==> config.mk <==
export PLATFORM = sky130hd
export DESIGN_NAME = dp_top
export DESIGN_NICKNAME = d
export VERILOG_FILES = /design/src/common/dp_pkg.sv /design/src/irq/irq_timer.sv /design/src/shift/shift_unit.sv /design/src/source/dp_top.sv /design/src/source/exec_ctrl.sv /design/src/source/reg_file.sv
export SDC_FILE = /design/constraint.sdc
export NUM_CORES = 2
export LEC_CHECK = 0
export BUFFER_PORTS_ARGS = -buffer_cell sky130_fd_sc_hd__buf_2
export CAP_MARGIN = 20
export CELL_PAD_IN_SITES_DETAIL_PLACEMENT = 0
export CELL_PAD_IN_SITES_GLOBAL_PLACEMENT = 1
export CORE_ASPECT_RATIO = 0.8
export CORE_UTILIZATION = 50
export CTS_BUF_LIST = sky130_fd_sc_hd__clkbuf_4
export CTS_CLUSTER_SIZE = 28
export DETAILED_ROUTE_END_ITERATION = 16
export GPL_TIMING_DRIVEN = 0
export PLACE_DENSITY = 0.82
export SETUP_SLACK_MARGIN = 0.15
export SYNTH_ARGS = -nofsm -noshare
export SYNTH_HDL_FRONTEND = slang
export SYNTH_SLANG_ARGS = --single-unit
==> constraint.sdc <==
create_clock -name clk -period 4.7 [get_ports clk]
set_input_delay 0.235 -clock clk [delete_from_list [all_inputs] [get_ports clk]]
set_output_delay 0.235 -clock clk [all_outputs]
set_load 0.005 [all_outputs]
==> src/common/dp_pkg.sv <==
`default_nettype none

package dp_pkg;

	localparam int xlen = 32;
	localparam int reg_count = 32;
	localparam int regidx_w = 5;
	localparam int shamt_w = 5;
	localparam int irq_timer_bit = 0;

	typedef enum logic [3:0] {
		op_lui,
		op_addi,
		op_sll,
		op_srl,
		op_sra,
		op_slli,
		op_srli,
		op_srai,
		op_rdinstr,
		op_maskirq,
		op_timer,
		op_waitirq
	} dp_op_e;

	typedef enum logic [2:0] {
		st_idle,
		st_ld_rs,
		st_exec,
		st_shift,
		st_wait_irq,
		st_writeback
	} dp_state_e;

	typedef enum logic [1:0] {
		sh_sll,
		sh_srl,
		sh_sra
	} shift_dir_e;

	// rs2 doubles as the shift amount of the immediate forms
	typedef struct packed {
		dp_op_e op;
		logic [regidx_w-1:0] rd;
		logic [regidx_w-1:0] rs1;
		logic [regidx_w-1:0] rs2;
		logic [xlen-1:0] imm;
	} dp_cmd_t;

	typedef struct packed {
		logic valid;
		logic [regidx_w-1:0] rd;
		logic [xlen-1:0] data;
	} wb_t;

endpackage

`default_nettype wire

==> src/irq/irq_timer.sv <==
`default_nettype none

module irq_timer
	import dp_pkg::*;
(
	input wire clk,
	input wire resetn,
	input wire [xlen-1:0] irq,
	input wire set_mask,
	input wire set_timer,
	input wire take_irq,
	input wire [xlen-1:0] wdata,
	output logic [xlen-1:0] old_mask,
	output logic [xlen-1:0] old_timer,
	output logic [xlen-1:0] pending_unmasked,
	output logic [xlen-1:0] eoi
);

	logic [xlen-1:0] mask_q;
	logic [xlen-1:0] pending_q;
	logic [xlen-1:0] timer_q;
	logic [xlen-1:0] pending_next;

	assign old_mask = mask_q;
	assign old_timer = timer_q;
	// masked bits stay pending
	assign pending_unmasked = pending_q & ~mask_q;
	assign eoi = take_irq ? pending_unmasked : '0;

	always_comb begin
		if (take_irq) begin
			pending_next = pending_q & ~pending_unmasked;
		end else begin
			pending_next = pending_q;
		end
		// new requests survive a take in the same cycle
		pending_next = pending_next | irq;
		if (timer_q == xlen'(1)) begin
			pending_next[irq_timer_bit] = 1'b1;
		end
	end

	always_ff @(posedge clk) begin
		if (!resetn) begin
			mask_q <= '1;
			pending_q <= '0;
			timer_q <= '0;
		end else begin
			pending_q <= pending_next;
			if (set_mask) begin
				mask_q <= wdata;
			end
			if (set_timer) begin
				timer_q <= wdata;
			end else if (timer_q != '0) begin
				timer_q <= timer_q - 1'b1;
			end
		end
	end

endmodule

`default_nettype wire

==> src/shift/shift_unit.sv <==
`default_nettype none

module shift_unit
	import dp_pkg::*;
(
	input wire clk,
	input wire resetn,
	input wire shift_start,
	input wire shift_dir_e shift_dir,
	input wire [xlen-1:0] shift_val,
	input wire [shamt_w-1:0] shift_amt,
	output logic shift_done,
	output logic [xlen-1:0] shift_res
);

	logic active_q;
	logic [shamt_w-1:0] cnt_q;
	shift_dir_e dir_q;
	logic [xlen-1:0] val_q;
	logic big_step;

	function automatic logic [xlen-1:0] step(input logic [xlen-1:0] v, input shift_dir_e d,
			input logic by4);
		logic [shamt_w-1:0] n;
		n = by4 ? shamt_w'(4) : shamt_w'(1);
		case (d)
			sh_srl: step = v >> n;
			sh_sra: step = $signed(v) >>> n;
			default: step = v << n;
		endcase
	endfunction

	assign big_step = cnt_q >= shamt_w'(4);
	assign shift_done = active_q && cnt_q == '0;
	assign shift_res = val_q;

	always_ff @(posedge clk) begin
		if (!resetn) begin
			active_q <= 1'b0;
			cnt_q <= '0;
		end else if (shift_start) begin
			active_q <= 1'b1;
			cnt_q <= shift_amt;
		end else if (active_q) begin
			if (cnt_q == '0) begin
				active_q <= 1'b0;
			end else if (big_step) begin
				cnt_q <= cnt_q - shamt_w'(4);
			end else begin
				cnt_q <= cnt_q - shamt_w'(1);
			end
		end
	end

	// operand path
	always_ff @(posedge clk) begin
		if (shift_start) begin
			val_q <= shift_val;
			dir_q <= shift_dir;
		end else if (active_q && cnt_q != '0) begin
			val_q <= step(val_q, dir_q, big_step);
		end
	end

endmodule

`default_nettype wire

==> src/source/dp_top.sv <==
`default_nettype none

module dp_top
	import dp_pkg::*;
(
	input wire clk,
	input wire resetn,
	input wire start,
	input wire dp_cmd_t cmd,
	input wire [xlen-1:0] irq,
	output logic busy,
	output wb_t wb,
	output logic [xlen-1:0] eoi
);

	logic [regidx_w-1:0] rs1_addr;
	logic [regidx_w-1:0] rs2_addr;
	logic [xlen-1:0] rs1_data;
	logic [xlen-1:0] rs2_data;

	logic shift_start;
	shift_dir_e shift_dir;
	logic [xlen-1:0] shift_val;
	logic [shamt_w-1:0] shift_amt;
	logic shift_done;
	logic [xlen-1:0] shift_res;

	logic set_mask;
	logic set_timer;
	logic take_irq;
	logic [xlen-1:0] wdata;
	logic [xlen-1:0] old_mask;
	logic [xlen-1:0] old_timer;
	logic [xlen-1:0] pending_unmasked;

	reg_file reg_file_i (
		.clk(clk),
		.resetn(resetn),
		.rs1_addr(rs1_addr),
		.rs2_addr(rs2_addr),
		.wr(wb),
		.rs1_data(rs1_data),
		.rs2_data(rs2_data)
	);

	exec_ctrl exec_ctrl_i (
		.clk(clk),
		.resetn(resetn),
		.start(start),
		.cmd(cmd),
		.rs1_data(rs1_data),
		.rs2_data(rs2_data),
		.shift_done(shift_done),
		.shift_res(shift_res),
		.old_mask(old_mask),
		.old_timer(old_timer),
		.pending_unmasked(pending_unmasked),
		.busy(busy),
		.rs1_addr(rs1_addr),
		.rs2_addr(rs2_addr),
		.shift_start(shift_start),
		.shift_dir(shift_dir),
		.shift_val(shift_val),
		.shift_amt(shift_amt),
		.set_mask(set_mask),
		.set_timer(set_timer),
		.take_irq(take_irq),
		.wdata(wdata),
		.wb(wb)
	);

	shift_unit shift_unit_i (
		.clk(clk),
		.resetn(resetn),
		.shift_start(shift_start),
		.shift_dir(shift_dir),
		.shift_val(shift_val),
		.shift_amt(shift_amt),
		.shift_done(shift_done),
		.shift_res(shift_res)
	);

	irq_timer irq_timer_i (
		.clk(clk),
		.resetn(resetn),
		.irq(irq),
		.set_mask(set_mask),
		.set_timer(set_timer),
		.take_irq(take_irq),
		.wdata(wdata),
		.old_mask(old_mask),
		.old_timer(old_timer),
		.pending_unmasked(pending_unmasked),
		.eoi(eoi)
	);

endmodule

`default_nettype wire

==> src/source/exec_ctrl.sv <==
`default_nettype none

module exec_ctrl
	import dp_pkg::*;
(
	input wire clk,
	input wire resetn,
	input wire start,
	input wire dp_cmd_t cmd,
	input wire [xlen-1:0] rs1_data,
	input wire [xlen-1:0] rs2_data,
	input wire shift_done,
	input wire [xlen-1:0] shift_res,
	input wire [xlen-1:0] old_mask,
	input wire [xlen-1:0] old_timer,
	input wire [xlen-1:0] pending_unmasked,
	output logic busy,
	output logic [regidx_w-1:0] rs1_addr,
	output logic [regidx_w-1:0] rs2_addr,
	output logic shift_start,
	output shift_dir_e shift_dir,
	output logic [xlen-1:0] shift_val,
	output logic [shamt_w-1:0] shift_amt,
	output logic set_mask,
	output logic set_timer,
	output logic take_irq,
	output logic [xlen-1:0] wdata,
	output wb_t wb
);

	dp_state_e state_q;
	dp_cmd_t cmd_q;
	logic [xlen-1:0] op1_q;
	logic [xlen-1:0] op2_q;
	logic [xlen-1:0] res_q;
	logic [xlen-1:0] instr_cnt_q;
	logic accept;
	logic is_shift;
	logic is_reg_shift;

	// a new op may be taken in the writeback cycle
	assign busy = state_q != st_idle && state_q != st_writeback;
	assign accept = start && !busy;

	assign is_reg_shift = cmd_q.op inside {op_sll, op_srl, op_sra};
	assign is_shift = is_reg_shift || cmd_q.op inside {op_slli, op_srli, op_srai};

	always_comb begin
		case (cmd_q.op)
			op_srl, op_srli: shift_dir = sh_srl;
			op_sra, op_srai: shift_dir = sh_sra;
			default: shift_dir = sh_sll;
		endcase
	end

	assign rs1_addr = cmd_q.rs1;
	assign rs2_addr = cmd_q.rs2;

	assign shift_start = state_q == st_exec && is_shift;
	assign shift_val = op1_q;
	assign shift_amt = is_reg_shift ? op2_q[shamt_w-1:0] : cmd_q.rs2;

	assign set_mask = state_q == st_exec && cmd_q.op == op_maskirq;
	assign set_timer = state_q == st_exec && cmd_q.op == op_timer;
	assign take_irq = state_q == st_wait_irq && |pending_unmasked;
	assign wdata = op1_q;

	always_comb begin
		wb.valid = state_q == st_writeback;
		wb.rd = cmd_q.rd;
		wb.data = res_q;
	end

	always_ff @(posedge clk) begin
		if (!resetn) begin
			state_q <= st_idle;
			instr_cnt_q <= '0;
		end else begin
			case (state_q)
				st_ld_rs: state_q <= st_exec;
				st_exec: begin
					if (is_shift) begin
						state_q <= st_shift;
					end else if (cmd_q.op == op_waitirq) begin
						state_q <= st_wait_irq;
					end else begin
						state_q <= st_writeback;
					end
				end
				st_shift: begin
					if (shift_done) begin
						state_q <= st_writeback;
					end
				end
				st_wait_irq: begin
					if (take_irq) begin
						state_q <= st_writeback;
					end
				end
				st_writeback: begin
					// retire
					instr_cnt_q <= instr_cnt_q + 1'b1;
					state_q <= accept ? st_ld_rs : st_idle;
				end
				default: begin
					if (accept) begin
						state_q <= st_ld_rs;
					end
				end
			endcase
		end
	end

	always_ff @(posedge clk) begin
		if (accept) begin
			cmd_q <= cmd;
		end
		if (state_q == st_ld_rs) begin
			op1_q <= rs1_data;
			op2_q <= rs2_data;
		end
		case (state_q)
			st_exec: begin
				case (cmd_q.op)
					op_lui: res_q <= cmd_q.imm;
					op_addi: res_q <= op1_q + cmd_q.imm;
					op_rdinstr: res_q <= instr_cnt_q;
					op_maskirq: res_q <= old_mask;
					op_timer: res_q <= old_timer;
					default: res_q <= op1_q;
				endcase
			end
			st_shift: begin
				if (shift_done) begin
					res_q <= shift_res;
				end
			end
			st_wait_irq: begin
				if (take_irq) begin
					res_q <= pending_unmasked;
				end
			end
			default: res_q <= res_q;
		endcase
	end

endmodule

`default_nettype wire

==> src/source/reg_file.sv <==
`default_nettype none

module reg_file
	import dp_pkg::*;
(
	input wire clk,
	input wire resetn,
	input wire [regidx_w-1:0] rs1_addr,
	input wire [regidx_w-1:0] rs2_addr,
	input wire wb_t wr,
	output logic [xlen-1:0] rs1_data,
	output logic [xlen-1:0] rs2_data
);

	logic [xlen-1:0] regs [reg_count];

	always_ff @(posedge clk) begin
		if (!resetn) begin
			for (int i = 0; i < reg_count; i++) begin
				regs[i] <= '0;
			end
		end else if (wr.valid && wr.rd != '0) begin
			regs[wr.rd] <= wr.data;
		end
	end

	// x0 reads as zero
	assign rs1_data = (rs1_addr == '0) ? '0 : regs[rs1_addr];
	assign rs2_data = (rs2_addr == '0) ? '0 : regs[rs2_addr];

endmodule

`default_nettype wire

==> results.toml <==
[floorplanning]
die_width_microns = 399
core_sq_um = 125000
dieArea_sq_um = 127000
start_util_pct = 50.4
fp-row-count = 116
die_y_microns = 319
ios = 157

[sta]
worstMarginPinSlew_ns = 1.32
hold_ws_ns = 0.168
worst_slack_ns = 0.132
finalCriticalPeriod_ns = 4.57
timing.final.crit_share_pct = 97.2
fin_setup_tns_ns = 0
rsz0062_at_grt = "false"
setup_violations = 0
finClkSkew_ns = 0.121
fmax_mhz = 219
slew_headroom_pct = 12.2
hold_violations = 0
slew_viol_final = 0

[layout]
fin_cells = 7396
finalNetCount = 5642
area.growth.synth_to_final_pct = 16.2
fin_area_sq_um = 73100
drive_gt1_share_pct = 20.0
layout_commonest_cell = "edfxtp_1"
final_cell_mix = "edfxtp_1 (1,178), and2_1 (999), clkbuf_4 (498), clkbuf_1 (353), mux4_2 (262)"

[clock_tree]
cts.sinks = 1315
cts_tree = "built"
clkSlewWorstSetupHoldPaths_ns = 0.07
cts.path.max_buffers = 4
cts_root_buf = "clkbuf_4"
clkLatencyLatePin_ns = 1.37
cts.htree.levels = 5
cts_made_buffers = 346
postCtsSetupRepairBufs = 0

[worst_hold_path]
hp-class = "input port to flip-flop"

[place]
port_buffers = 156
place.gp.congestion = 1.04
hpwl_microns = 177000
dpl-instance-area_sq_um = 67300
pre_cts_slack_ns = -0.176
dp_cells = 6648

[yosys]
seq_area_frac_synth_pct = 60.6
synth_edf_count = 1178
yosys_warnings = 0
syn_inst = 4758
synthFlopType = "edfxtp_1"
synth_area_sq_um = 62900
async_reset_ff_share_pct = 0
synthDistinctLibCells = 76
avgSynthCellArea_sq_um = 13.2
synth_seq_cells = 1315

[worst_setup_path]
path_class = "flip-flop to flip-flop"
crit_required_ns = 5.68
start_kind = "flip-flop"
crit_fanout = 10
worstPathArrival_ns = 5.54
cp-end-kind = "flip-flop"
r2r_setup_slack_ns = 0.13

[grt]
antenna_found_initial = 18
grt_max_degree = 38
grt_pass1_wl_microns = 337000
grt-ovfl-total = 0
grt_pass1_vias = 43989
track_usage_pct = 38.6

[route]
drt-total-wl_microns = 247000
firstDrtPassIters = 7
wl_per_cell_microns = 33.5
antenna_left = 0
drc = 0
num_vias = 46887
vias_per_cell = 6.34
drtIter0Drc = 7692

[power]
p_leak_uw = 0.0274
power.density_nw_per_um2 = 421
peakVddDrop_uv = 261

[outcome]
outcome = "finished clean"

[run]
max_cap_violations = 0
[Yosys cell counts, types with 28 or more instances]
cell	count	area share, %
buf_2	39	0.31
xnor2_1	49	0.68
nand2_1	259	1.5
o21ai_0	163	1.3
a21oi_1	227	1.8
and2_1	999	9.9
a22oi_1	31	0.37
edfxtp_1	1178	56
mux4_2	262	9.4
nor2_1	181	1.1
o22ai_1	30	0.30
inv_1	64	0.38
mux2i_1	127	2.0
nand2b_1	42	0.42
ha_1	40	0.80
clkbuf_1	359	2.1
a221oi_1	43	0.60
nand3_1	57	0.45
mux2_2	56	1.0
dfxtp_1	137	4.4
a211oi_1	30	0.36
nor3_1	58	0.46
a211o_1	28	0.39
[layer usage]
| metal | vias up | track usage (%) | share of wire, % | wire, microns |
|---|---|---|---|---|
| li1 | 19278 | - | - | - |
| met1 | 23332 | 53.1 | 38 | 94200 |
| met4 | 12 | 17.1 | 4.6 | 11500 |
| met2 | 3665 | 52.9 | 41 | 102000 |
| met3 | 600 | 16.4 | 16 | 39100 |
| met5 | - | 1.03 | 0.12 | 295 |
[final cells by class]
| class | instances | area, sq um |
|---|---|---|
| inverter | 64 | 240 |
| sequential | 1315 | 38100 |
| fill | 10085 | 51800 |
| buffer | 420 | 1670 |
| clock buffer | 498 | 3740 |
| antenna | 29 | 72.6 |
| timing repair buffer | 379 | 3530 |
| tap | 1652 | 2070 |
| clock inverter | 50 | 272 |
| multi-input combinational | 2989 | 23400 |
[state kept, by name, summed over array words and instances (netlist names)]
signal and flops:
shift_unit_i.shift_res 32, exec_ctrl_i.op2_q 5, shift_unit_i.dir_q 2, exec_ctrl_i.state_q 3
shift_unit_i.cnt_q 5, exec_ctrl_i.res_q 32, irq_timer_i.old_timer 32, exec_ctrl_i.rs2_addr 5
exec_ctrl_i.shift_val 32, shift_unit_i.active_q 1, exec_ctrl_i.wb 5, exec_ctrl_i.instr_cnt_q 32
irq_timer_i.old_mask 32, reg_file_i.regs 1024, exec_ctrl_i.cmd_q 36, irq_timer_i.pending_q 32
exec_ctrl_i.rs1_addr 5
[final timing paths]
kind | start | to | cells after the start
worst max-delay path | exec_ctrl_i.rs1_addr[1] | exec_ctrl_i.shift_val[22] | 7
worst min-delay path | cmd[48] | exec_ctrl_i.cmd_q[48] | 3
worst max register to register | exec_ctrl_i.rs1_addr[1] | exec_ctrl_i.shift_val[22] | 7
worst min register to register | irq_timer_i.pending_q[8] | irq_timer_i.pending_q[8] | 2
[through the flow]
step	power, uW	utilization [%]
after detailed placement	20700	53.8
after global placement	20600	52.7
after CTS	30400	58.4
after global routing	31500	58.5
after floorplan	17800	-
final	30800	58.5
[where the power goes]
part	internal (uW)	total (uW)	leakage [uW]	switching, uW
logic	2280	6470	0.0119	4190
clock network	4960	9770	0.00242	4810
registers	13500	14500	0.0131	1040
[timing repair]
item | in CTS | in global routing
hold buffers | 169 | 0
hold endpoints to repair | 143 | 0
setup endpoints to repair | 7 | 4
gates resized for setup | 2 | 3
[logic make-up (layout without fill, tap and decap cells)]
logic type / Yosys count / after routing / synth area share, %
AND/OR/NAND/NOR: 1709 / 1709 / 15.2
flip-flops: 1315 / 1315 / 60.6
AO/OA/AOI/OAI: 687 / 687 / 6.90
buffers and inverters: 485 / 1411 / 3.02
multiplexers: 445 / 445 / 12.4
XOR/XNOR: 75 / 75 / 1.04
adder cells (fa/ha/maj): 41 / 41 / 0.827
other: 1 / 61 / 0.00596
[worst max-delay path, cell delays in order, from the launching register on]
cell,delay [ns]
edfxtp_1,0.35
clkbuf_1,0.46
or3_1,0.21
clkbuf_1,0.83
clkbuf_1,0.89
o221ai_1,0.50
a221oi_1,0.90
nor3_1,0.12
No activity file was read; power rests on OpenSTA's default activity.
